File: src/include/writeback_defines.svh
// Shared sizing macros for the writeback path and register file
// Lane, thread and register counts used by every block

`ifndef WRITEBACK_DEFINES_SVH
`define WRITEBACK_DEFINES_SVH

// Number of vector lanes
`define VECTOR_LANES 4

// Hardware threads sharing the register file
`define THREADS 4

// Registers per file, scalar and vector alike
`define NUM_REGS 32

// Writing this register redirects the thread
`define REG_PC 31

// One 32-bit word per lane in a cache line
`define CACHE_LINE_BYTES 16

`endif

File: src/hw/writeback_pkg.sv
// Types shared by the writeback stage, the lane banks and the operand read block
// Vector layout, memory operation encodings and the structs between blocks

`default_nettype none

`include "writeback_defines.svh"

package writeback_pkg;

	typedef logic [31:0] scalar_t;

	// Lane k sits in bits k*32 upward
	typedef scalar_t [`VECTOR_LANES - 1:0] vector_t;

	typedef logic [`VECTOR_LANES - 1:0] lane_mask_t;
	typedef logic [$clog2(`THREADS) - 1:0] thread_idx_t;
	typedef logic [4:0] register_idx_t;

	// Byte at offset 0 is the top byte of the line
	typedef logic [`CACHE_LINE_BYTES * 8 - 1:0] cache_line_t;

	typedef enum logic [2:0] {
		MEM_B,
		MEM_BX,
		MEM_S,
		MEM_SX,
		MEM_L,
		MEM_BLOCK
	} mem_op_t;

	typedef enum logic {
		PIPE_SCYCLE_ARITH,
		PIPE_MEM
	} pipeline_sel_t;

	// Decoded fields that writeback needs
	typedef struct packed {
		logic has_dest;
		register_idx_t dest_reg;
		logic dest_is_vector;
		logic is_vector_compare;
		logic is_load;
		mem_op_t memory_access_type;
		scalar_t pc;
	} decoded_instruction_t;

	// Single-cycle arithmetic pipe result
	typedef struct packed {
		logic valid;
		decoded_instruction_t instruction;
		vector_t result;
		thread_idx_t thread;
		lane_mask_t mask;
		logic rollback_en;
		thread_idx_t rollback_thread;
		scalar_t rollback_pc;
	} sc_result_t;

	// Data cache pipe result, line data arrives separately
	typedef struct packed {
		logic valid;
		decoded_instruction_t instruction;
		lane_mask_t mask;
		thread_idx_t thread;
		scalar_t request_addr;
	} dd_result_t;

	typedef struct packed {
		logic en;
		thread_idx_t thread;
		scalar_t pc;
		pipeline_sel_t source;
	} rollback_t;

	// Register file write port
	typedef struct packed {
		logic en;
		thread_idx_t thread;
		logic is_vector;
		vector_t value;
		lane_mask_t mask;
		register_idx_t reg_idx;
	} wb_write_t;

	// Register file read port
	typedef struct packed {
		logic en;
		thread_idx_t thread;
		register_idx_t reg_idx;
		logic is_vector;
	} read_request_t;

endpackage

`default_nettype wire

File: src/hw/operand_read.sv
// Operand read port of the register file
// Gathers lane data, forwards a write landing with the read, replicates scalars

`default_nettype none

`include "writeback_defines.svh"

module operand_read(
	input wire clk,
	input wire reset,
	input wire writeback_pkg::read_request_t rd_req,
	input wire writeback_pkg::wb_write_t wb,
	output writeback_pkg::read_request_t bank_read,
	input wire writeback_pkg::vector_t lane_data,
	output logic rd_valid,
	output writeback_pkg::vector_t rd_data
);

	import writeback_pkg::*;

	logic fwd_match;
	logic fwd_hit;
	logic req_is_vector;
	lane_mask_t fwd_lanes;
	vector_t fwd_value;
	vector_t merged;

	// Banks see the request on the same cycle
	assign bank_read = rd_req;

	// Scalar and vector files are separate, so the kind must match too
	assign fwd_match = rd_req.en && wb.en
		&& wb.thread == rd_req.thread
		&& wb.reg_idx == rd_req.reg_idx
		&& wb.is_vector == rd_req.is_vector;

	always_ff @(posedge clk, posedge reset)
	begin
		if (reset)
		begin
			rd_valid <= 1'b0;
			fwd_hit <= 1'b0;
		end
		else
		begin
			rd_valid <= rd_req.en;
			fwd_hit <= fwd_match;
		end
	end

	// Request kind and forwarded data
	always_ff @(posedge clk)
	begin
		if (rd_req.en)
		begin
			req_is_vector <= rd_req.is_vector;
			fwd_value <= wb.value;
			// Scalar write covers every lane
			fwd_lanes <= wb.is_vector ? wb.mask : '1;
		end
	end

	// Replace forwarded lanes
	always_comb
	begin
		for (int lane = 0; lane < `VECTOR_LANES; lane++)
			merged[lane] = (fwd_hit && fwd_lanes[lane]) ? fwd_value[lane] : lane_data[lane];
	end

	assign rd_data = req_is_vector ? merged : {`VECTOR_LANES{merged[0]}};

endmodule

`default_nettype wire

File: config.mk
export PLATFORM = sky130hd
export DESIGN_NAME = operand_read
export DESIGN_NICKNAME = d
export VERILOG_FILES = /design/src/hw/writeback_pkg.sv /design/src/hw/operand_read.sv
export VERILOG_INCLUDE_DIRS = /design/src /design/src/include
export SDC_FILE = /design/constraint.sdc
export NUM_CORES = 1
export LEC_CHECK = 0
export BUFFER_PORTS_ARGS = -buffer_cell sky130_fd_sc_hd__clkbuf_2
export CAP_MARGIN = 5
export CELL_PAD_IN_SITES_DETAIL_PLACEMENT = 0
export CELL_PAD_IN_SITES_GLOBAL_PLACEMENT = 2
export CORE_AREA = 2 2 173 175
export DETAILED_ROUTE_END_ITERATION = 10
export DIE_AREA = 0 0 175 177
export GPL_ROUTABILITY_DRIVEN = 0
export PLACE_DENSITY_LB_ADDON = 0.3
export SYNTH_ARGS = -nofsm -noshare
export SYNTH_HDL_FRONTEND = slang
export SYNTH_SLANG_ARGS = --single-unit
File: constraint.sdc
create_clock -name clk -period 1.4 [get_ports clk]
set_clock_uncertainty 0.15 [all_clocks]
set_input_delay 0.14 -clock clk [delete_from_list [all_inputs] [get_ports clk]]
set_output_delay 0.14 -clock clk [all_outputs]
set_load 0.005 [all_outputs]
==> impl_table.tex, run 1 <==
\begin{tabular}{lr}
\hline
Metric & Value \\
\hline
\multicolumn{2}{l}{\textbf{Yosys}} \\
Top cell type by total area after synthesis & edfxtp\_1 \\
Dominant cell by count in the synthesized netlist & mux2i\_1 \\
Top cells by instance count after synthesis & 194 x mux2i\_1, 133 x edfxtp\_1, 33 x inv\_1 \\
Proportion of synthesized flip-flops having asynchronous set or reset & 0.01481 \\
Fraction of post-synthesis cell area in the top cell type by area & 0.5571 \\
Mean instance size in the synthesized netlist & about 16 sq um \\
Main area contributors after synthesis & edfxtp\_1 56\%, mux2i\_1 27\%, mux2i\_4 9.4\% \\
Post-synthesis instance area & 7169 sq um \\
Number of standard cells after synthesis & 444 \\
Register bit count reported by yosys & 135 \\
Synthesis warning total & 0 \\
Number of nets produced by synthesis & 724 \\
Sequential share of the synthesized area & 0.5640 \\
Distinct cell type count of the synthesized netlist & 17 \\
Most used DFF post-synth & edfxtp\_1 \\
Post-synth EDFFs & 133 \\
\multicolumn{2}{l}{\textbf{STA}} \\
Max-slew headroom at the worst pin & 0.6216 \\
Final count of hold timing violations & 0 \\
Fin worst setup slack & -0.7446 ns \\
Transition at the pin with the smallest max-transition slack & approximately 0.57 ns \\
Final Hold Slack & 0.08987 ns \\
Sum of negative setup slack & -85.28 ns \\
Share of the clock period used by the worst path after layout & 1.532 \\
Unrepaired setup endpoints after global routing & true \\
Post-route minimum period & 2.145 ns \\
Maximum achievable frequency & 466.3 MHz \\
Final setup violation count & 128 \\
Max Slew Vio Count & 0 \\
\multicolumn{2}{l}{\textbf{Pwr}} \\
Leakage component of the power & approximately 6.3 nW \\
Share of power burned in the clock network & 0.394 \\
Proportion of power drawn by flip-flops and latches & 0.430 \\
Internal cell power & 0.008606 W \\
Switching share of power & 0.2508 \\
Switching power & 0.002881 W \\
Power after layout & 0.01149 W \\
Power per unit of standard cell area & 926.1 nW/um\^{}2 \\
Max rail drop VDD & 575.0 uV \\
Combinational fraction of design power & 0.176 \\
\multicolumn{2}{l}{\textbf{Die}} \\
Core Footprint & 29240 sq um \\
Die width & $\sim$180 um \\
Total number of placement rows & 63 \\
Area of the die & 30980 sq um \\
Initial core utilization & 0.2452 \\
Chip Height & 177 um \\
I/O pins & 418 \\
\multicolumn{2}{l}{\textbf{Worst setup path}} \\
Largest stage delay on the critical path & 0.47 ns \\
Worst setup SP type & flop \\
Worst path arrival time & roughly 1.9 ns \\
Worst setup path startpoint & fwd\_lanes[0] \\
Startpoint-to-endpoint class of the critical path & flop to primary output \\
Cell Chain, Critical Path & nand2\_8 -> buf\_16 -> mux2i\_4 -> mux2i\_2 -> clkbuf\_2 \\
Endpoint kind of the worst setup timing path & primary output \\
Worst path required time & 1.11 ns \\
Maximum fanout encountered on the critical timing path & 9 \\
Standard cell with the maximum stage delay on the critical path & edfxtp\_1 \\
CP Capture Point & rd\_data[57] \\
\multicolumn{2}{l}{\textbf{Global route}} \\
Total Routing Usage GR & 0.1733 \\
Congestion Overflow GR & 0 \\
Initial antenna violation count & 0 \\
Pin count of the biggest net entering global routing & 34 \\
Global-route wire length before repair & 39460 um \\
Number of global-route vias before repair & 6454 \\
\multicolumn{2}{l}{\textbf{Clock network}} \\
Post-CTS clock slew at the launch and capture registers of the worst setup and hold paths & 0.06 ns \\
TritonCTS clock tree & yes \\
Clock tree buffer depth & 2 \\
H-tree lvl count & 4 \\
Clk Tree Root Cell & clkbuf\_16 \\
CTS Sinks & between 100 and 150 \\
Cts bufs inserted & 17 \\
\multicolumn{2}{l}{\textbf{Run status}} \\
Outcome & finished, violations left \\
Violations in the final reports & setup timing \\
\multicolumn{2}{l}{\textbf{Layout}} \\
Total number of nets in the final design & between 1000 and 1500 \\
Number of inserted diodes & 0 \\
Relative area change from synthesis to final layout & 73.00\% \\
Share of cells above drive strength 1 & 0.5066 \\
Fillcell total & 2774 \\
Footprint of the multi-input gates & approximately 2900 sq um \\
Area taken by flip-flops and latches & between 4000 and 5000 sq um \\
\multicolumn{2}{l}{\textbf{Placement}} \\
Half-perimeter wire length after detailed placement & 20450 um \\
I/O Buffers & 417 \\
Placement-stage worst setup slack & -0.3363 ns \\
\multicolumn{2}{l}{\textbf{Detailed routing}} \\
Vias after detailed routing & 5970 \\
Drt wl/cell & roughly 19 um \\
Count of nets left with antenna violations after detail routing & 0 \\
DRT Wirelength & 27110 um \\
Via density per instance & approximately 4 \\
Iteration count of the initial detailed-routing pass & 4 \\
Remaining DRCs & 0 \\
Number of DRC markers after the initial detailed-route iteration & 195 \\
\multicolumn{2}{l}{\textbf{Hold path}} \\
Hold crit path type & input port to flop \\
\multicolumn{2}{l}{\textbf{Job}} \\
Count of maximum capacitance violations & 0 \\
\hline
\end{tabular}
## layer usage
layer	GRT usage	vias to the layer above	share of wire
met3	0.04403	22	0.061
met1	0.2067	2817	0.40
met2	0.3099	255	0.52
met5	0	-	0
li1	-	2876	-
met4	0.04618	0	0.015
## how the worst min path moves through the flow
stage,from,endpoint,slack (ns),cells after the start
3_3_place_gp,reset,rd_valid,-0.17,2
4_1_cts,rd_req[8],fwd_value[95],0.08,2
3_5_place_dp,reset,rd_valid,-0.17,2
6_report,rd_req[8],fwd_value[95],0.09,2
2_1_floorplan,reset,rd_valid,-0.27,1
5_1_grt,rd_req[8],fwd_value[95],0.08,2
## kinds of logic after synthesis
group / after synthesis / synth area share
mux: 224 / 0.3651
flops: 135 / 0.5640
buf+inv: 65 / 0.05044
simple gates: 12 / 0.01065
xor+xnor: 8 / 0.009774
## critical path, delay by kind of cell, from the launching register on
family / cells / cell delay, ns
multiplexers: 2 / 0.46
flip-flops: 1 / 0.47
buffers and inverters: 2 / 0.33
AND/OR/NAND/NOR: 1 / 0.17
## flip-flops by register name, indices dropped and copies added, names as in the netlist
name and count:
fwd_value 128, fwd_lanes 4, fwd_hit 1, req_is_vector 1
rd_valid 1
## timing repair
action / in CTS / in global routing
buffers inserted: 3 / 0
pin swaps: 1 / 1
endpoints found under the setup margin: 128 / 135
cloned: 3 / 1
hold buffers: 153 / 2
resized for setup: 21 / 15
hold endpoints to repair: 146 / 10
## metrics by stage
stage / area [sq um] / cells / util
global placement: 9995 / 1258 / 0.3418
CTS: 12340 / 1449 / 0.4219
finish: 12400 / 1450 / 0.4241
floorplan: 7183 / 444 / -
detailed placement: 9995 / 1258 / 0.3418
global route: 12400 / 1450 / 0.4241
## layout make-up
cell class                      count  share of cell area
Clock buffer                       18             0.03460
Clock inverter                     14             0.01200
Inverter                           33            0.009987
Multi-Input combinational cell    244              0.2331
Sequential cell                   135              0.3261
Tap cell                          390             0.03934
Timing Repair Buffer              616              0.3448
## power groups by stage
stage / Combinational, W / Clock, W / Sequential, W
after floorplan: 0.000642 / 0 / 0.00497
after detailed placement: 0.00166 / 0 / 0.00501
after global routing: 0.00219 / 0.00485 / 0.00497
after CTS: 0.00203 / 0.00467 / 0.00493
after global placement: 0.00166 / 0 / 0.00500
final: 0.00202 / 0.00453 / 0.00494
## placed cells by master, fill, tap and decap left out, types with 4 or more instances in the layout
cell / n
nand2b_1: 4
edfxtp_1: 133
mux2i_1: 185
dlygate4sd3_1: 154
mux2i_4: 36
xnor2_1: 8
inv_6: 4
buf_12: 15
buf_2: 4
clkbuf_2: 412
clkbuf_16: 18
buf_4: 21
buf_6: 4
inv_1: 32
buf_16: 4
(Power assumes the default switching activity.)
==> run 2: changes to the inputs <==
Settings changed: ABC_AREA set to 1, ABC_CLOCK_PERIOD_IN_PS set to 1400, CELL_PAD_IN_SITES_DETAIL_PLACEMENT 0 to unset, CELL_PAD_IN_SITES_GLOBAL_PLACEMENT 2 to unset, CORE_AREA 2 2 173 175 to 2 2 162 164, DIE_AREA 0 0 175 177 to 0 0 164 166.
==> run 2 against run 1 <==
Compared with the run above: the flow still finishes with violations (setup timing); final cell count up 14%; combinational power up 29%; design area up 7.4%; routed wire length up 15%; sequential power about the same; sequential cell count unchanged; global-route usage up 4.1 points; worst setup slack better by 0.063 ns; via count up 29%; die area down 12%; synthesized cell count up 46%; critical endpoint is now rd_data[44]; highest routed layer is now met5.
==> impl_table.tex, run 2 <==
\begin{tabular}{lr}
\hline
Metric & Value \\
\hline
\multicolumn{2}{l}{\textbf{Detailed routing}} \\
Remaining DRCs & 0 \\
Via density per instance & 4.665 \\
Iteration count of the initial detailed-routing pass & 5 \\
Drt wl/cell & 18.86 um \\
Count of nets left with antenna violations after detail routing & 0 \\
Vias after detailed routing & 7707 \\
Number of DRC markers after the initial detailed-route iteration & 392 \\
DRT Wirelength & 31160 um \\
\multicolumn{2}{l}{\textbf{Pwr}} \\
Leakage component of the power & roughly 6 nW \\
Power per unit of standard cell area & 932.6 nW/um\^{}2 \\
Max rail drop VDD & 571.2 uV \\
\multicolumn{2}{l}{\textbf{Yosys}} \\
Dominant cell by count in the synthesized netlist & edfxtp\_1 \\
Proportion of synthesized flip-flops having asynchronous set or reset & 0.01481 \\
Main area contributors after synthesis & edfxtp\_1 61\%, o21ai\_0 7.7\%, o21ai\_1 7.1\% \\
Post-synthesis instance area & roughly 6500 sq um \\
Fraction of post-synthesis cell area in the top cell type by area & 0.6140 \\
Synthesis warning total & 0 \\
Register bit count reported by yosys & 135 \\
Mean instance size in the synthesized netlist & 10.01 sq um \\
Top cells by instance count after synthesis & 133 x edfxtp\_1, 109 x nand2\_1, 101 x nor2\_1 \\
Top cell type by total area after synthesis & edfxtp\_1 \\
Number of nets produced by synthesis & 930 \\
Distinct cell type count of the synthesized netlist & 19 \\
Post-synth EDFFs & 133 \\
Most used DFF post-synth & edfxtp\_1 \\
Number of standard cells after synthesis & 650 \\
Sequential share of the synthesized area & 0.6217 \\
\multicolumn{2}{l}{\textbf{STA}} \\
Sum of negative setup slack & -76.20 ns \\
Final count of hold timing violations & 0 \\
Max-slew headroom at the worst pin & 0.5974 \\
Transition at the pin with the smallest max-transition slack & 0.6020 ns \\
Post-route minimum period & approximately 2.1 ns \\
Maximum achievable frequency & a little under 500 MHz \\
Final setup violation count & roughly 140 \\
Final Hold Slack & 0.02337 ns \\
Max Slew Vio Count & 0 \\
Fin worst setup slack & -0.6812 ns \\
Unrepaired setup endpoints after global routing & true \\
Share of the clock period used by the worst path after layout & 1.487 \\
\multicolumn{2}{l}{\textbf{Global route}} \\
Pin count of the biggest net entering global routing & 41 \\
Total Routing Usage GR & 0.2143 \\
Initial antenna violation count & 2 \\
Global-route wire length before repair & about 43000 um \\
Number of global-route vias before repair & 7683 \\
Congestion Overflow GR & 0 \\
\multicolumn{2}{l}{\textbf{Worst setup path}} \\
Critical path buffers and inverters & 3 \\
Family with the most delay on the worst path & buffers and inverters \\
Critical path's most frequent cell & nand2\_2 \\
Total number of cells along the worst setup path & 7 \\
CP Capture Point & rd\_data[44] \\
Largest stage delay on the critical path & between 0.4 and 0.5 ns \\
Standard cell with the maximum stage delay on the critical path & edfxtp\_1 \\
Endpoint kind of the worst setup timing path & primary output \\
Worst setup SP type & flop \\
Maximum fanout encountered on the critical timing path & 6 \\
Cell Chain, Critical Path & buf\_6 -> clkbuf\_16 -> nand3\_2 -> nand2\_2 -> nand2\_2 -> o21ai\_1 -> buf\_2 \\
Worst path required time & 1.11 ns \\
Worst path arrival time & 1.79 ns \\
Startpoint-to-endpoint class of the critical path & flop to primary output \\
Worst setup path startpoint & fwd\_lanes[0] \\
\multicolumn{2}{l}{\textbf{Die}} \\
Initial core utilization & 0.2539 \\
Chip Height & approximately 170 um \\
Area of the die & about 27000 sq um \\
I/O pins & around 420 \\
Total number of placement rows & 59 \\
Die width & 164 um \\
Core Footprint & 25620 sq um \\
\multicolumn{2}{l}{\textbf{Clock network}} \\
TritonCTS clock tree & yes \\
Cts bufs inserted & 17 \\
H-tree lvl count & 4 \\
Clock tree buffer depth & 2 \\
Clk Tree Root Cell & clkbuf\_16 \\
CTS Sinks & approximately 140 \\
Post-CTS clock slew at the launch and capture registers of the worst setup and hold paths & roughly 0.060 ns \\
\multicolumn{2}{l}{\textbf{Layout}} \\
Top reg by flops & fwd\_value \\
Share of cells above drive strength 1 & 0.5843 \\
Largest registers & fwd\_value (128), fwd\_lanes (4) \\
Commonest non-fill, non-tap cell in the layout & clkbuf\_2 \\
Flip-flop count of the largest register after layout & roughly 130 \\
Commonest cells after routing, fill and taps aside & 339 x clkbuf\_2, 151 x dlygate4sd3\_1, 133 x edfxtp\_1 \\
Relative area change from synthesis to final layout & 104.8\% \\
Post-route insts no fill & about 1700 \\
Post-Route Utilization & 0.5201 \\
Total number of nets in the final design & 1583 \\
\multicolumn{2}{l}{\textbf{Run status}} \\
Outcome & finished, violations left \\
Violations in the final reports & setup timing \\
\multicolumn{2}{l}{\textbf{Placement}} \\
I/O Buffers & 417 \\
Half-perimeter wire length after detailed placement & 21180 um \\
Placed Cells incl. Taps & 1429 \\
\multicolumn{2}{l}{\textbf{Hold path}} \\
Hold crit path type & input port to flop \\
\multicolumn{2}{l}{\textbf{Job}} \\
Count of maximum capacitance violations & 0 \\
\hline
\end{tabular}
## run 2: changes by cell type in the layout (fill, tap and decap cells not counted), sizes merged, moves of 24 or more
cell,delta
mux2i,-224
clkbuf,-71
nand3,+32
inv,-24
nor2,+101
buf,+143
nand2,+111
o21ai,+192
## run 2: logic make-up (layout without fill, tap and decap cells)
logic type / Yosys count / after routing / share of synthesized area
and+or+nand+nor: 254 / 254 / 0.1600
AOI/OAI and AO/OA: 192 / 192 / 0.1477
DFF: 135 / 135 / 0.6217
buffers and inverters: 66 / 732 / 0.06655
xor gates and xnor gates: 3 / 3 / 0.004040
other: 0 / 1 / 0
## run 2: worst min path at each step
stage	startpoint	to	cells past startpoint
5_1_grt	wb[137]	fwd_lanes[2]	3
2_1_floorplan	reset	fwd_hit	1
4_1_cts	wb[137]	fwd_lanes[2]	3
3_3_place_gp	reset	rd_valid	2
3_5_place_dp	reset	rd_valid	2
6_report	wb[137]	fwd_lanes[2]	3
## run 2: stage by stage
| step | setup WS, ns | total power [W] | cell area (sq um) |
|---|---|---|---|
| after floorplan | 0.1177 | 0.005507 | 6505 |
| final | -0.6812 | 0.01242 | 13320 |
| after global routing | -0.7508 | 0.01289 | 13320 |
| after detailed placement | -0.3632 | 0.006670 | 9468 |
| after global placement | -0.3561 | 0.006658 | 9468 |
| after CTS | -0.6747 | 0.01221 | 12450 |
## run 2: area by class of cell
| cell class | count | area [sq um] |
|---|---|---|
| inverter | 15 | 82.58 |
| clock buffer | 19 | 432.9 |
| sequential | 135 | 4045 |
| tap | 335 | 419.2 |
| timing repair buffer | 685 | 5117 |
| multi-input combinational | 449 | 3019 |
| antenna | 1 | 2.502 |
| fill | 2246 | 12290 |
| clock inverter | 13 | 202.7 |
## run 2: timing repair
action                     CTS  global route
pin swaps                   17            45
setup endpoints to repair  128           138
hold endpoints to repair   147            11
gates cloned                 5             2
hold buffers               151             1
gates resized for setup    194           247
setup buffers               13            24
## run 2: report_power, final
part / internal [W] / switching (W)
Clock: 0.00316 / 0.00176
Combinational: 0.00138 / 0.00122
Sequential: 0.00480 / 0.000112
## run 2: layer usage
layer / part of all wire / track usage
met5: 0.00042 / 0
met4: 0.027 / 0.07551
met3: 0.059 / 0.04196
met2: 0.53 / 0.3917
met1: 0.38 / 0.2461
