File: src/include/writeback_defines.svh
// Shared sizing macros for the writeback path and register file
// Lane, thread and register counts used by every block

`ifndef WRITEBACK_DEFINES_SVH
`define WRITEBACK_DEFINES_SVH

// Number of vector lanes
`define VECTOR_LANES 4

// Hardware threads sharing the register file
`define THREADS 4

// Registers per file, scalar and vector alike
`define NUM_REGS 32

// Writing this register redirects the thread
`define REG_PC 31

// One 32-bit word per lane in a cache line
`define CACHE_LINE_BYTES 16

`endif

File: src/hw/writeback_pkg.sv
// Types shared by the writeback stage, the lane banks and the operand read block
// Vector layout, memory operation encodings and the structs between blocks

`default_nettype none

`include "writeback_defines.svh"

package writeback_pkg;

	typedef logic [31:0] scalar_t;

	// Lane k sits in bits k*32 upward
	typedef scalar_t [`VECTOR_LANES - 1:0] vector_t;

	typedef logic [`VECTOR_LANES - 1:0] lane_mask_t;
	typedef logic [$clog2(`THREADS) - 1:0] thread_idx_t;
	typedef logic [4:0] register_idx_t;

	// Byte at offset 0 is the top byte of the line
	typedef logic [`CACHE_LINE_BYTES * 8 - 1:0] cache_line_t;

	typedef enum logic [2:0] {
		MEM_B,
		MEM_BX,
		MEM_S,
		MEM_SX,
		MEM_L,
		MEM_BLOCK
	} mem_op_t;

	typedef enum logic {
		PIPE_SCYCLE_ARITH,
		PIPE_MEM
	} pipeline_sel_t;

	// Decoded fields that writeback needs
	typedef struct packed {
		logic has_dest;
		register_idx_t dest_reg;
		logic dest_is_vector;
		logic is_vector_compare;
		logic is_load;
		mem_op_t memory_access_type;
		scalar_t pc;
	} decoded_instruction_t;

	// Single-cycle arithmetic pipe result
	typedef struct packed {
		logic valid;
		decoded_instruction_t instruction;
		vector_t result;
		thread_idx_t thread;
		lane_mask_t mask;
		logic rollback_en;
		thread_idx_t rollback_thread;
		scalar_t rollback_pc;
	} sc_result_t;

	// Data cache pipe result, line data arrives separately
	typedef struct packed {
		logic valid;
		decoded_instruction_t instruction;
		lane_mask_t mask;
		thread_idx_t thread;
		scalar_t request_addr;
	} dd_result_t;

	typedef struct packed {
		logic en;
		thread_idx_t thread;
		scalar_t pc;
		pipeline_sel_t source;
	} rollback_t;

	// Register file write port
	typedef struct packed {
		logic en;
		thread_idx_t thread;
		logic is_vector;
		vector_t value;
		lane_mask_t mask;
		register_idx_t reg_idx;
	} wb_write_t;

	// Register file read port
	typedef struct packed {
		logic en;
		thread_idx_t thread;
		register_idx_t reg_idx;
		logic is_vector;
	} read_request_t;

endpackage

`default_nettype wire

File: src/hw/writeback_stage.sv
// Writeback stage
// Selects the arithmetic or cache result, aligns scalar loads, swaps block loads,
// packs vector compares and raises rollback on PC writes

`default_nettype none

`include "writeback_defines.svh"

module writeback_stage(
	input wire clk,
	input wire reset,
	input wire writeback_pkg::sc_result_t sc,
	input wire writeback_pkg::dd_result_t dd,
	input wire writeback_pkg::cache_line_t dcache_data,
	output writeback_pkg::rollback_t rollback,
	output writeback_pkg::wb_write_t wb
);

	import writeback_pkg::*;

	localparam int LINE_WORDS = `CACHE_LINE_BYTES / 4;
	localparam int WORD_IDX_BITS = $clog2(LINE_WORDS);

	mem_op_t mem_op;
	logic [WORD_IDX_BITS - 1:0] word_sel;
	logic [WORD_IDX_BITS - 1:0] chunk_sel;
	scalar_t load_chunk;
	logic [7:0] load_byte;
	logic [15:0] load_half;
	scalar_t load_scalar;
	vector_t block_value;
	lane_mask_t compare_bits;
	vector_t sc_value;
	wb_write_t wb_next;

	// Swap a line chunk into a little-endian word
	function automatic scalar_t byte_swap(input scalar_t chunk);
		byte_swap = {chunk[7:0], chunk[15:8], chunk[23:16], chunk[31:24]};
	endfunction

	// Rollback must be seen this cycle so younger instructions are squashed
	always_comb
	begin
		rollback.en = 1'b0;
		rollback.thread = '0;
		rollback.pc = '0;
		rollback.source = PIPE_SCYCLE_ARITH;
		if (sc.valid && sc.instruction.has_dest && sc.instruction.dest_reg == `REG_PC)
		begin
			// Jump by writing PC, new PC is lane 0 of the result
			rollback.en = 1'b1;
			rollback.thread = sc.thread;
			rollback.pc = sc.result[0];
		end
		else if (sc.valid)
		begin
			// Branch resolution from the arithmetic pipe
			rollback.en = sc.rollback_en;
			rollback.thread = sc.rollback_thread;
			rollback.pc = sc.rollback_pc;
		end
	end

	assign mem_op = dd.instruction.memory_access_type;

	// Word offset 0 is the top chunk of the line
	assign word_sel = dd.request_addr[2 +: WORD_IDX_BITS];
	assign chunk_sel = ~word_sel;
	assign load_chunk = dcache_data[chunk_sel * 32 +: 32];

	// Byte 0 of the word sits in the chunk's top byte
	always_comb
	begin
		case (dd.request_addr[1:0])
			2'd0: load_byte = load_chunk[31:24];
			2'd1: load_byte = load_chunk[23:16];
			2'd2: load_byte = load_chunk[15:8];
			default: load_byte = load_chunk[7:0];
		endcase
	end

	// Halfword, low byte from the lower offset
	always_comb
	begin
		if (dd.request_addr[1])
			load_half = {load_chunk[7:0], load_chunk[15:8]};
		else
			load_half = {load_chunk[23:16], load_chunk[31:24]};
	end

	// Width and sign extension
	always_comb
	begin
		case (mem_op)
			MEM_B: load_scalar = {24'd0, load_byte};
			MEM_BX: load_scalar = {{24{load_byte[7]}}, load_byte};
			MEM_S: load_scalar = {16'd0, load_half};
			MEM_SX: load_scalar = {{16{load_half[15]}}, load_half};
			default: load_scalar = byte_swap(load_chunk);
		endcase
	end

	// Block load, lane k takes the word at offset 4*(lanes-1-k)
	for (genvar lane = 0; lane < `VECTOR_LANES; lane++)
	begin : block_swap
		localparam int CHUNK = LINE_WORDS - `VECTOR_LANES + lane;
		assign block_value[lane] = byte_swap(dcache_data[CHUNK * 32 +: 32]);
	end

	// Compare bitmap, bit k from lane k
	for (genvar lane = 0; lane < `VECTOR_LANES; lane++)
	begin : compare_pack
		assign compare_bits[lane] = sc.result[lane][0];
	end

	always_comb
	begin
		if (sc.instruction.is_vector_compare)
		begin
			sc_value = '0;
			sc_value[0] = scalar_t'(compare_bits);
		end
		else
			sc_value = sc.result;

		// Scalar destinations carry lane 0 in every lane
		if (!sc.instruction.dest_is_vector)
			sc_value = {`VECTOR_LANES{sc_value[0]}};
	end

	// Source select, arithmetic first
	always_comb
	begin
		wb_next = '0;
		if (sc.valid)
		begin
			wb_next.en = sc.instruction.has_dest && !rollback.en;
			wb_next.thread = sc.thread;
			wb_next.is_vector = sc.instruction.dest_is_vector;
			wb_next.value = sc_value;
			wb_next.mask = sc.mask;
			wb_next.reg_idx = sc.instruction.dest_reg;
		end
		else if (dd.valid)
		begin
			// Stores pass through without a write
			wb_next.en = dd.instruction.has_dest && dd.instruction.is_load;
			wb_next.thread = dd.thread;
			wb_next.is_vector = dd.instruction.dest_is_vector;
			wb_next.reg_idx = dd.instruction.dest_reg;
			if (mem_op == MEM_BLOCK)
			begin
				wb_next.value = block_value;
				wb_next.mask = dd.mask;
			end
			else
			begin
				wb_next.value = {`VECTOR_LANES{load_scalar}};
				wb_next.mask = '1;
			end
		end
	end

	always_ff @(posedge clk, posedge reset)
	begin
		if (reset)
			wb <= '0;
		else
			wb <= wb_next;
	end

endmodule

`default_nettype wire

File: config.mk
export PLATFORM = sky130hd
export DESIGN_NAME = writeback_stage
export DESIGN_NICKNAME = d
export VERILOG_FILES = /design/src/hw/writeback_pkg.sv /design/src/hw/writeback_stage.sv
export VERILOG_INCLUDE_DIRS = /design/src /design/src/include
export SDC_FILE = /design/constraint.sdc
export NUM_CORES = 1
export LEC_CHECK = 0
export BUFFER_PORTS_ARGS = -buffer_cell sky130_fd_sc_hd__buf_4
export CAP_MARGIN = 20
export CORE_AREA = 4 4 230 232
export DETAILED_ROUTE_END_ITERATION = 16
export DIE_AREA = 0 0 234 236
export GPL_TIMING_DRIVEN = 0
export PLACE_DENSITY = 0.46
export SLEW_MARGIN = 40
export SYNTH_ARGS = -nofsm -noshare
export SYNTH_HDL_FRONTEND = slang
export SYNTH_SLANG_ARGS = --single-unit
File: constraint.sdc
create_clock -name clk -period 3.6 [get_ports clk]
set_input_delay 0.18 -clock clk [delete_from_list [all_inputs] [get_ports clk]]
set_output_delay 0.18 -clock clk [all_outputs]
set_load 0.005 [all_outputs]
==> reports/results.ini, run 1 <==
[sta]
slew_headroom_pct=42.2
hold_viol=0
drv_slew=0
hold_slack_ns=0.0429
rsz0062_at_grt=no
fin_crit_sh_pct=102
finalSetupViolations=1
max_freq_mhz=273
tightest_slew_ns=0.868
min_period_ns=3.66
postLayoutSetupSlackWorst_ns=-0.0578

[power_and_ir_drop]
power.density_nw_per_um2=355
power_leakage_nw=7.13
vdd_drop_max_v=0.000351

[critical_path]
cp-startpoint=dd[3]
critPathRequiredTime_ns=3.97
path_class=in2reg
critPathCaptureType=flop
critPathMaxFanout=10
worst_ep_arrival_time_ns=4.03
cp-start-kind=input pin

[detailed_routing]
maxUsedRoutingLayer=met5
wl_per_cell_um=26.6
drtAntennaViolNets=0
wl_met3_mm=4.90
drt-met1-wl_mm=25.2
drtPass1Iterations=8
drtIter0Drc=862
met2_length_mm=30.5
wirelength_mm=63.1
drcViolationCount=0
vias=11300
viasPerCell=4.77

[synth]
synth_xor_area_share_pct=0
ys_seq_elements=141
syn_avg_cell_area_um2=8.65
synthCells=966
yosysUniqueCellTypes=41
synthMuxAreaShare_pct=9.50
synth_top_family_by_area=compound AO/OA/AOI/OAI gates
synth-simple-area-share_pct=12.4
netlist_area_um2=8350
synth_warnings=0
synth_fp_nets=1393
synth_compound_area_share_pct=31.3
yosysSeqAreaShare_pct=42.2
synth_adder_area_share_pct=0

[run]
drv_cap=0

[placed_design]
globalplace.congestion=0.866
portBuffers=501
dpl.hpwl_mm=49.1

[final_layout]
largest_reg_flops=141
seqCellArea_um2=3530
nNetsFinal=2102
regMostFlops=wb
area_growth_pct=88.6
drive_above_1_share_pct=37.9
multi_input_area_um2=4500
reg_top3=wb: 141 flops
post-route-util_pct=30.9
final.fill_count=5481

[min_path]
holdPathEnd=wb[78]
whs_path_depth=3
hp-class=in2reg
min_from=sc[110]

[global_routing]
grt_pass1_vias=12200
grt_max_degree=25
track_usage_pct=22.2
grt_overflow=0
grt_pass1_wl_mm=86.5
grt_antenna_before_repair=4

[outcome]
failed_checks=negative setup slack
outcome=finished with violations

[die]
die_w_um=234
core_um2=51000
die_h_um=236
die-area_um2=55200
start_util_pct=16.4
ios=604
row_count=83

[cts]
cts_repair_resize_count=0
post_cts_buffers=0
clk_pin_slew_ns=0.06
hold_buffers=181
cts.sinks=141
root_buffer=clkbuf_16
cts_tree=built
cts_made_buffers=17
max-clock-path-buffers=2
ctsHtreeMaxLevel=4

[worst max-delay path by stage]
stage	end	slack, ns	cells past startpoint
2_1_floorplan	wb[10]	1.52	8
3_3_place_gp	wb[9]	0.12	8
3_5_place_dp	wb[9]	0.04	8
4_1_cts	wb[45]	0.12	8
5_1_grt	wb[45]	0.06	9
6_report	wb[45]	-0.06	9
[synthesized netlist by cell type, drive strengths merged]
cell	n	share of area (%)
conb	1	0.045
mux4	25	6.7
nor4b	1	0.28
inv	2	0.090
mux2i	5	0.60
nor3	2	0.18
nor2	38	1.7
a22o	26	2.7
o221a	7	0.94
o21ai	192	12
a31oi	1	0.075
a21o	1	0.090
nand3	2	0.12
nor2b	19	1.4
nand2b	20	1.5
nor3b	1	0.090
nand2	142	6.4
o41ai	1	0.33
buf	15	1.1
o311a	1	0.12
mux2	16	2.2
clkbuf	70	3.2
nand4	1	0.075
a221oi	4	0.42
clkinv	2	0.090
a222oi	7	0.84
o31ai	1	0.090
and3b	1	0.10
dfrtp	141	42
nor4	7	0.52
a21oi	145	8.7
a22oi	17	1.5
o22ai	52	4.0
[placed cells by master, fill, tap and decap left out, types with 6 or more instances in the layout]
cell / count
nand2_1: 142
a21oi_1: 145
bufinv_16: 7
o22ai_1: 51
o21ai_1: 17
buf_4: 502
clkbuf_1: 44
o21ai_0: 175
nand2b_1: 20
buf_2: 6
nor2b_1: 19
mux4_2: 25
clkbuf_2: 26
o221a_2: 7
dfrtp_1: 141
a22o_1: 25
dlygate4sd3_1: 181
nor2_1: 36
mux2_2: 16
clkbuf_16: 17
a22oi_1: 17
a222oi_1: 7
[critical path: stages]
cell           delay, ns
buf_4               0.18
buf_2               0.30
buf_2               0.44
mux4_2              0.45
a222oi_1            0.78
o21ai_0             0.17
a221oi_1            0.72
o22ai_1             0.15
dlygate4sd3_1       0.62
[layout make-up]
cell class                      count  area share [%]
Antenna cell                        3          0.0477
Buffer                             85            2.45
Clock buffer                       18            2.79
Clock inverter                     14            1.67
Inverter                            4           0.119
Multi-Input combinational cell    736            28.5
Sequential cell                   141            22.4
Tap cell                          680            5.40
Timing Repair Buffer              690            36.6
[report_power, final]
| group | internal (mW) | switching (mW) | total [mW] |
|---|---|---|---|
| Clock | 1.39 | 0.799 | 2.19 |
| Sequential | 1.72 | 0.0461 | 1.77 |
| Combinational | 0.825 | 0.818 | 1.64 |
| Total | 3.93 | 1.66 | 5.60 |
[logic make-up (layout without fill, tap and decap cells)]
family | Yosys count | after routing
flip-flops | 141 | 141
multiplexers | 46 | 46
AO/OA/AOI/OAI | 455 | 455
buffers and inverters | 89 | 811
other | 1 | 4
AND/OR/NAND/NOR | 234 | 234
[through the flow]
stage / worst slack, ns / total power [mW] / instances / setup TNS, ns / area [um2]
after global routing: 0.0569 / 5.82 / 2370 / 0 / 15700
after floorplan: 1.52 / 2.30 / 966 / 0 / 8360
final: -0.0578 / 5.60 / 2371 / -0.0578 / 15800
after CTS: 0.123 / 5.65 / 2367 / 0 / 15700
after detailed placement: 0.0427 / 3.24 / 2154 / 0 / 13200
after global placement: 0.115 / 3.22 / 2147 / 0 / 13000
[routing by layer]
metal / vias to the layer above / GRT usage, %
met3: 116 / 5.95
met2: 664 / 37.5
met1: 5537 / 26.3
met4: 4 / 9.79
li1: 4996 / -
met5: - / 0
No activity file was read; power rests on OpenSTA's default activity.
==> inputs of run 2 (changes only) <==
--- a/config.mk
+++ b/config.mk
@@ -9,10 +9,12 @@
 export BUFFER_PORTS_ARGS = -buffer_cell sky130_fd_sc_hd__buf_4
 export CAP_MARGIN = 20
 export CORE_AREA = 4 4 230 232
+export CTS_CLUSTER_DIAMETER = 150
 export DETAILED_ROUTE_END_ITERATION = 16
 export DIE_AREA = 0 0 234 236
 export GPL_TIMING_DRIVEN = 0
 export PLACE_DENSITY = 0.46
+export REMOVE_ABC_BUFFERS = 1
 export SLEW_MARGIN = 40
 export SYNTH_ARGS = -nofsm -noshare
 export SYNTH_HDL_FRONTEND = slang
==> reports/results.ini, run 2 (same netlist as run 1, synthesis figures left out) <==
[outcome]
outcome=finished clean

[final_layout]
stdcell_area_um2=15400
area_growth_pct=84.6
final_cell_mix=buf_4, dlygate4sd3_1, o21ai_0
regMostFlops=wb
largest_reg_flops=141
drive_above_1_share_pct=38.3
nNetsFinal=2033
finalNonFillerCells=2298
reg_top3=wb: 141 flops
final_common_cell=buf_4
final.fill_count=5382

[detailed_routing]
maxUsedRoutingLayer=met4
wirelength_mm=48.4
viasPerCell=4.54
wl_per_cell_um=21.0
drt-met1-wl_mm=19.3
drcViolationCount=0
drtAntennaViolNets=0
wl_met3_mm=3.87
drtPass1Iterations=5
vias=10400
met2_length_mm=23.8
drtIter0Drc=556

[critical_path]
critPathRequiredTime_ns=3.96
critPathMaxFanout=4
cp-start-kind=input pin
worst_ep_arrival_time_ns=3.57
crit_buf_inv=3
slowest_delay_ns=0.71
crit_family=compound AO/OA/AOI/OAI gates
critPathCaptureType=flop
crit_top_cell=dlygate4sd3_1
slowest_stage=a222oi_1
crit_chain=dlygate4sd3_1 > buf_4 > mux4_2 > a222oi_1 > o21ai_0 > a221oi_1 > o22ai_1 > dlygate4sd3_1
path_class=in2reg

[sta]
tightest_slew_ns=0.859
fin_crit_sh_pct=89.1
max_freq_mhz=312
rsz0062_at_grt=no
setup-tns-final_ns=0
drv_slew=0
min_period_ns=3.21
hold_viol=0
finalSetupViolations=0
slew_headroom_pct=42.7
postLayoutSetupSlackWorst_ns=0.394

[global_routing]
grt_antenna_before_repair=2
grt_max_degree=119
grt_overflow=0
grt_pass1_vias=11100
track_usage_pct=17.2
grt_pass1_wl_mm=70.1

[die]
row_count=83
ios=604
die_h_um=236
die-area_um2=55200
die_w_um=234
start_util_pct=16.4
core_um2=51000

[power_and_ir_drop]
vdd_drop_max_v=0.000341
p_total_mw=5.07
power_leakage_nw=6.95
power.density_nw_per_um2=329

[min_path]
hp-class=in2reg

[placed_design]
dpl_cell_area_um2=13000
dpl.hpwl_mm=36.6
pre_cts_ws_ns=-0.0864
dp.cells=2085
portBuffers=505
globalplace.congestion=0.830

[cts]
cts.sinks=141
post_cts_buffers=0
cts_made_buffers=17
ctsHtreeMaxLevel=4
root_buffer=clkbuf_16
cts_tree=built
max-clock-path-buffers=2
clk_pin_slew_ns=0.06

[run]
drv_cap=0

[run 2: path summary, 6_finish.rpt]
check / start / endpoint / depth (start not counted)
max in group asynchronous: reset / wb[31] / 4
worst max-delay path: dcache_data[37] / wb[110] / 8
min in group asynchronous: reset / wb[116] / 3
worst min-delay path: dcache_data[55] / wb[56] / 3
[run 2: power by group]
| group | switching, mW | internal, mW | leakage, nW |
|---|---|---|---|
| clock network | 0.744 | 1.04 | 0.269 |
| registers | 0.0476 | 1.72 | 1.83 |
| logic | 0.710 | 0.809 | 4.86 |
| total | 1.50 | 3.57 | 6.95 |
[run 2: per-layer routing]
layer	up-vias	track usage, %
li1	4847	-
met5	-	0
met2	430	29.2
met4	0	6.79
met3	59	5.27
met1	5088	20.1
[run 2: final cells by class]
type	instances	area [um2]	area share, %
repair buffers	706	5920	38.4
multi-input cells	736	4530	29.4
flip-flops and latches	141	3530	22.9
well taps	680	851	5.52
clock buffers	23	468	3.04
clock inverters	7	90.1	0.584
inverters	4	23.8	0.154
diodes	1	2.50	0.0162
[run 2: per-stage QoR]
step | hold slack, ns | util (%)
4_1_cts | 0.000130 | 30.1
6_report | 0.0470 | 30.2
3_5_place_dp | 0.0750 | 25.5
3_3_place_gp | 0.396 | 24.8
5_1_grt | 0.0106 | 30.2
2_1_floorplan | 0.287 | -
[run 2: tightest hold or removal path, stage by stage]
cell and delay, ns:
buf_4 0.08, o21ai_0 0.07, o22ai_1 0.13
[run 2: timing repair]
item	4_1_cts	5_1_grt
endpoints found under the setup margin	0	1
resized for setup	0	1
hold endpoints to repair	267	0
hold buffers	181	0
==> inputs of run 3 (changes only) <==
--- a/config.mk
+++ b/config.mk
@@ -6,14 +6,15 @@
 export SDC_FILE = /design/constraint.sdc
 export NUM_CORES = 1
 export LEC_CHECK = 0
+export ABC_AREA = 1
 export BUFFER_PORTS_ARGS = -buffer_cell sky130_fd_sc_hd__buf_4
 export CAP_MARGIN = 20
-export CORE_AREA = 4 4 230 232
+export CORE_AREA = 4 4 231 233
 export CTS_CLUSTER_DIAMETER = 150
 export DETAILED_ROUTE_END_ITERATION = 16
-export DIE_AREA = 0 0 234 236
+export DIE_AREA = 0 0 235 237
 export GPL_TIMING_DRIVEN = 0
-export PLACE_DENSITY = 0.46
+export PLACE_DENSITY = 0.49
 export REMOVE_ABC_BUFFERS = 1
 export SLEW_MARGIN = 40
 export SYNTH_ARGS = -nofsm -noshare
==> reports/results.ini, run 3 <==
[cts]
root_buffer=clkbuf_16
cts_tree=built
ctsHtreeMaxLevel=4
clk_pin_slew_ns=0.07
max-clock-path-buffers=2
cts_repair_resize_count=0
cts_made_buffers=17
cts.sinks=141

[detailed_routing]
wirelength_mm=51.8
drcViolationCount=0
drtPass1Iterations=5
vias=12600
drtIter0Drc=654
viasPerCell=4.46
wl_per_cell_um=18.3
drtAntennaViolNets=0

[global_routing]
grt_max_degree=99
track_usage_pct=18.2
grt_overflow=0
grt_pass1_wl_mm=78.0
grt_pass1_vias=13000
grt_antenna_before_repair=0

[outcome]
outcome=finished clean

[synth]
synth_xor_area_share_pct=0
synth_top_cell_area_share_pct=35.4
synth_common_cells=nand2_1, nand3_1, dfrtp_1
synth_edf_count=0
syn_avg_cell_area_um2=6.63
netlist_area_um2=9960
synth_top_family_by_area=simple AND/OR/NAND/NOR gates
synth_adder_area_share_pct=0
synthMuxAreaShare_pct=0
synth_compound_area_share_pct=9.73
ys_seq_elements=141
synth-simple-area-share_pct=47.2
synth_warnings=0
yosys.area.top_type=dfrtp_1
synth_area_leaders=dfrtp_1, nand2_1, nand3_1
synth_most_common_cell=nand2_1
ys_dominant_reg_cell=dfrtp_1
yosysSeqAreaShare_pct=35.4
synthCells=1502
yosysUniqueCellTypes=31
async_flop_share_pct=100

[placed_design]
pre_cts_ws_ns=0.351
dpl.hpwl_mm=36.9
portBuffers=505
globalplace.congestion=0.827

[critical_path]
worst_ep_arrival_time_ns=3.11
slowest_stage=nor4_1
crit_buf_inv=7
critPathMaxFanout=82
slowest_delay_ns=0.38
crit_top_cell=buf_4
path_class=in2out
cp-start-kind=input pin
critPathCaptureType=output pin
crit_chain=buf_8 > buf_16 > inv_2 > nor4_1 > nand4_1 > buf_4 > buf_4 > buf_4 > o21ai_0 > buf_4
critPathRequiredTime_ns=3.42
crit_family=buffers and inverters

[sta]
postLayoutSetupSlackWorst_ns=0.306
finalSetupViolations=0
fin_crit_sh_pct=91.5
slew_headroom_pct=48.9
drv_slew=0
hold_viol=0
max_freq_mhz=304
setup-tns-final_ns=0
min_period_ns=3.29
tightest_slew_ns=0.766
rsz0062_at_grt=no

[final_layout]
nNetsFinal=2569
antenna_cells=0
largest_reg_flops=141
regMostFlops=wb
drive_above_1_share_pct=31.8
final_common_cell=nand2_1
final_cell_mix=nand2_1, buf_4, nand3_1
area_growth_pct=73.1
post-route-util_pct=33.7
reg_top3=wb: 141 flops

[die]
row_count=83
die_w_um=235
core_um2=51200
start_util_pct=19.5
die_h_um=237
die-area_um2=55700
ios=604

[min_path]
holdPathEnd=wb[81]
min_from=sc[113]
hp-class=in2reg
whs_path_depth=5

[power_and_ir_drop]
vdd_drop_max_v=0.000366
power.density_nw_per_um2=329
power_leakage_nw=9.09

[run]
drv_cap=0

run 3: worst min-delay path: stages:
cell and delay (ns):
buf_4 0.08, nand3_1 0.06, nand2_1 0.07, nand2_1 0.04, o21ai_0 0.07
run 3: timing repair:
item / CTS / global route
buffers inserted: 0 / 0
hold buffers: 216 / 0
hold endpoints to repair: 275 / 0
run 3: cells by family after synthesis:
| kind of cell | after synthesis |
|---|---|
| buffers and inverters | 178 |
| other | 1 |
| flip-flops | 141 |
| AO/OA/AOI/OAI | 182 |
| AND/OR/NAND/NOR | 1000 |
run 3: report_power, final:
| part | switching [mW] | total, mW | internal [mW] |
|---|---|---|---|
| combinational | 0.853 | 1.70 | 0.849 |
| sequential | 0.0450 | 1.77 | 1.72 |
| clock | 0.828 | 2.20 | 1.37 |
run 3: worst max-delay path by stage:
stage          startpoint            to  slack [ns]  cells after the start
2_1_floorplan       reset         wb[0]       -0.36                      1
3_3_place_gp      sc[213]  rollback[27]       -3.43                      6
3_5_place_dp      sc[213]  rollback[27]        0.35                     10
4_1_cts           sc[213]  rollback[27]        0.35                     10
5_1_grt           sc[213]  rollback[27]        0.16                     10
6_report          sc[213]  rollback[27]        0.31                     10
run 3: layer usage:
metal	vias to the layer above	wire length (um)	track usage, %
li1	6157	-	-
met1	5947	21800	21.9
met2	441	25100	30.8
met3	92	3250	5.54
met4	0	1660	6.66
met5	-	0	0
run 3: through the flow:
step | std cells | power, mW | cell area (um2) | hold slack (ns)
after floorplan | 1389 | 2.36 | 9450 | 0.275
after global placement | 2574 | 3.25 | 14100 | 0.381
after detailed placement | 2587 | 3.28 | 14400 | 0.109
after CTS | 2835 | 5.76 | 17200 | 0.000186
after global routing | 2835 | 5.98 | 17200 | 0.0205
final | 2835 | 5.67 | 17200 | 0.0412
run 3: area by class of cell:
type                            count  area, um2
Clock buffer                       18        429
Clock inverter                     14        264
Fill cell                        5477      34000
Inverter                           65        282
Multi-Input combinational cell   1183       5680
Sequential cell                   141       3530
Tap cell                          680        851
Timing Repair Buffer              734       6210
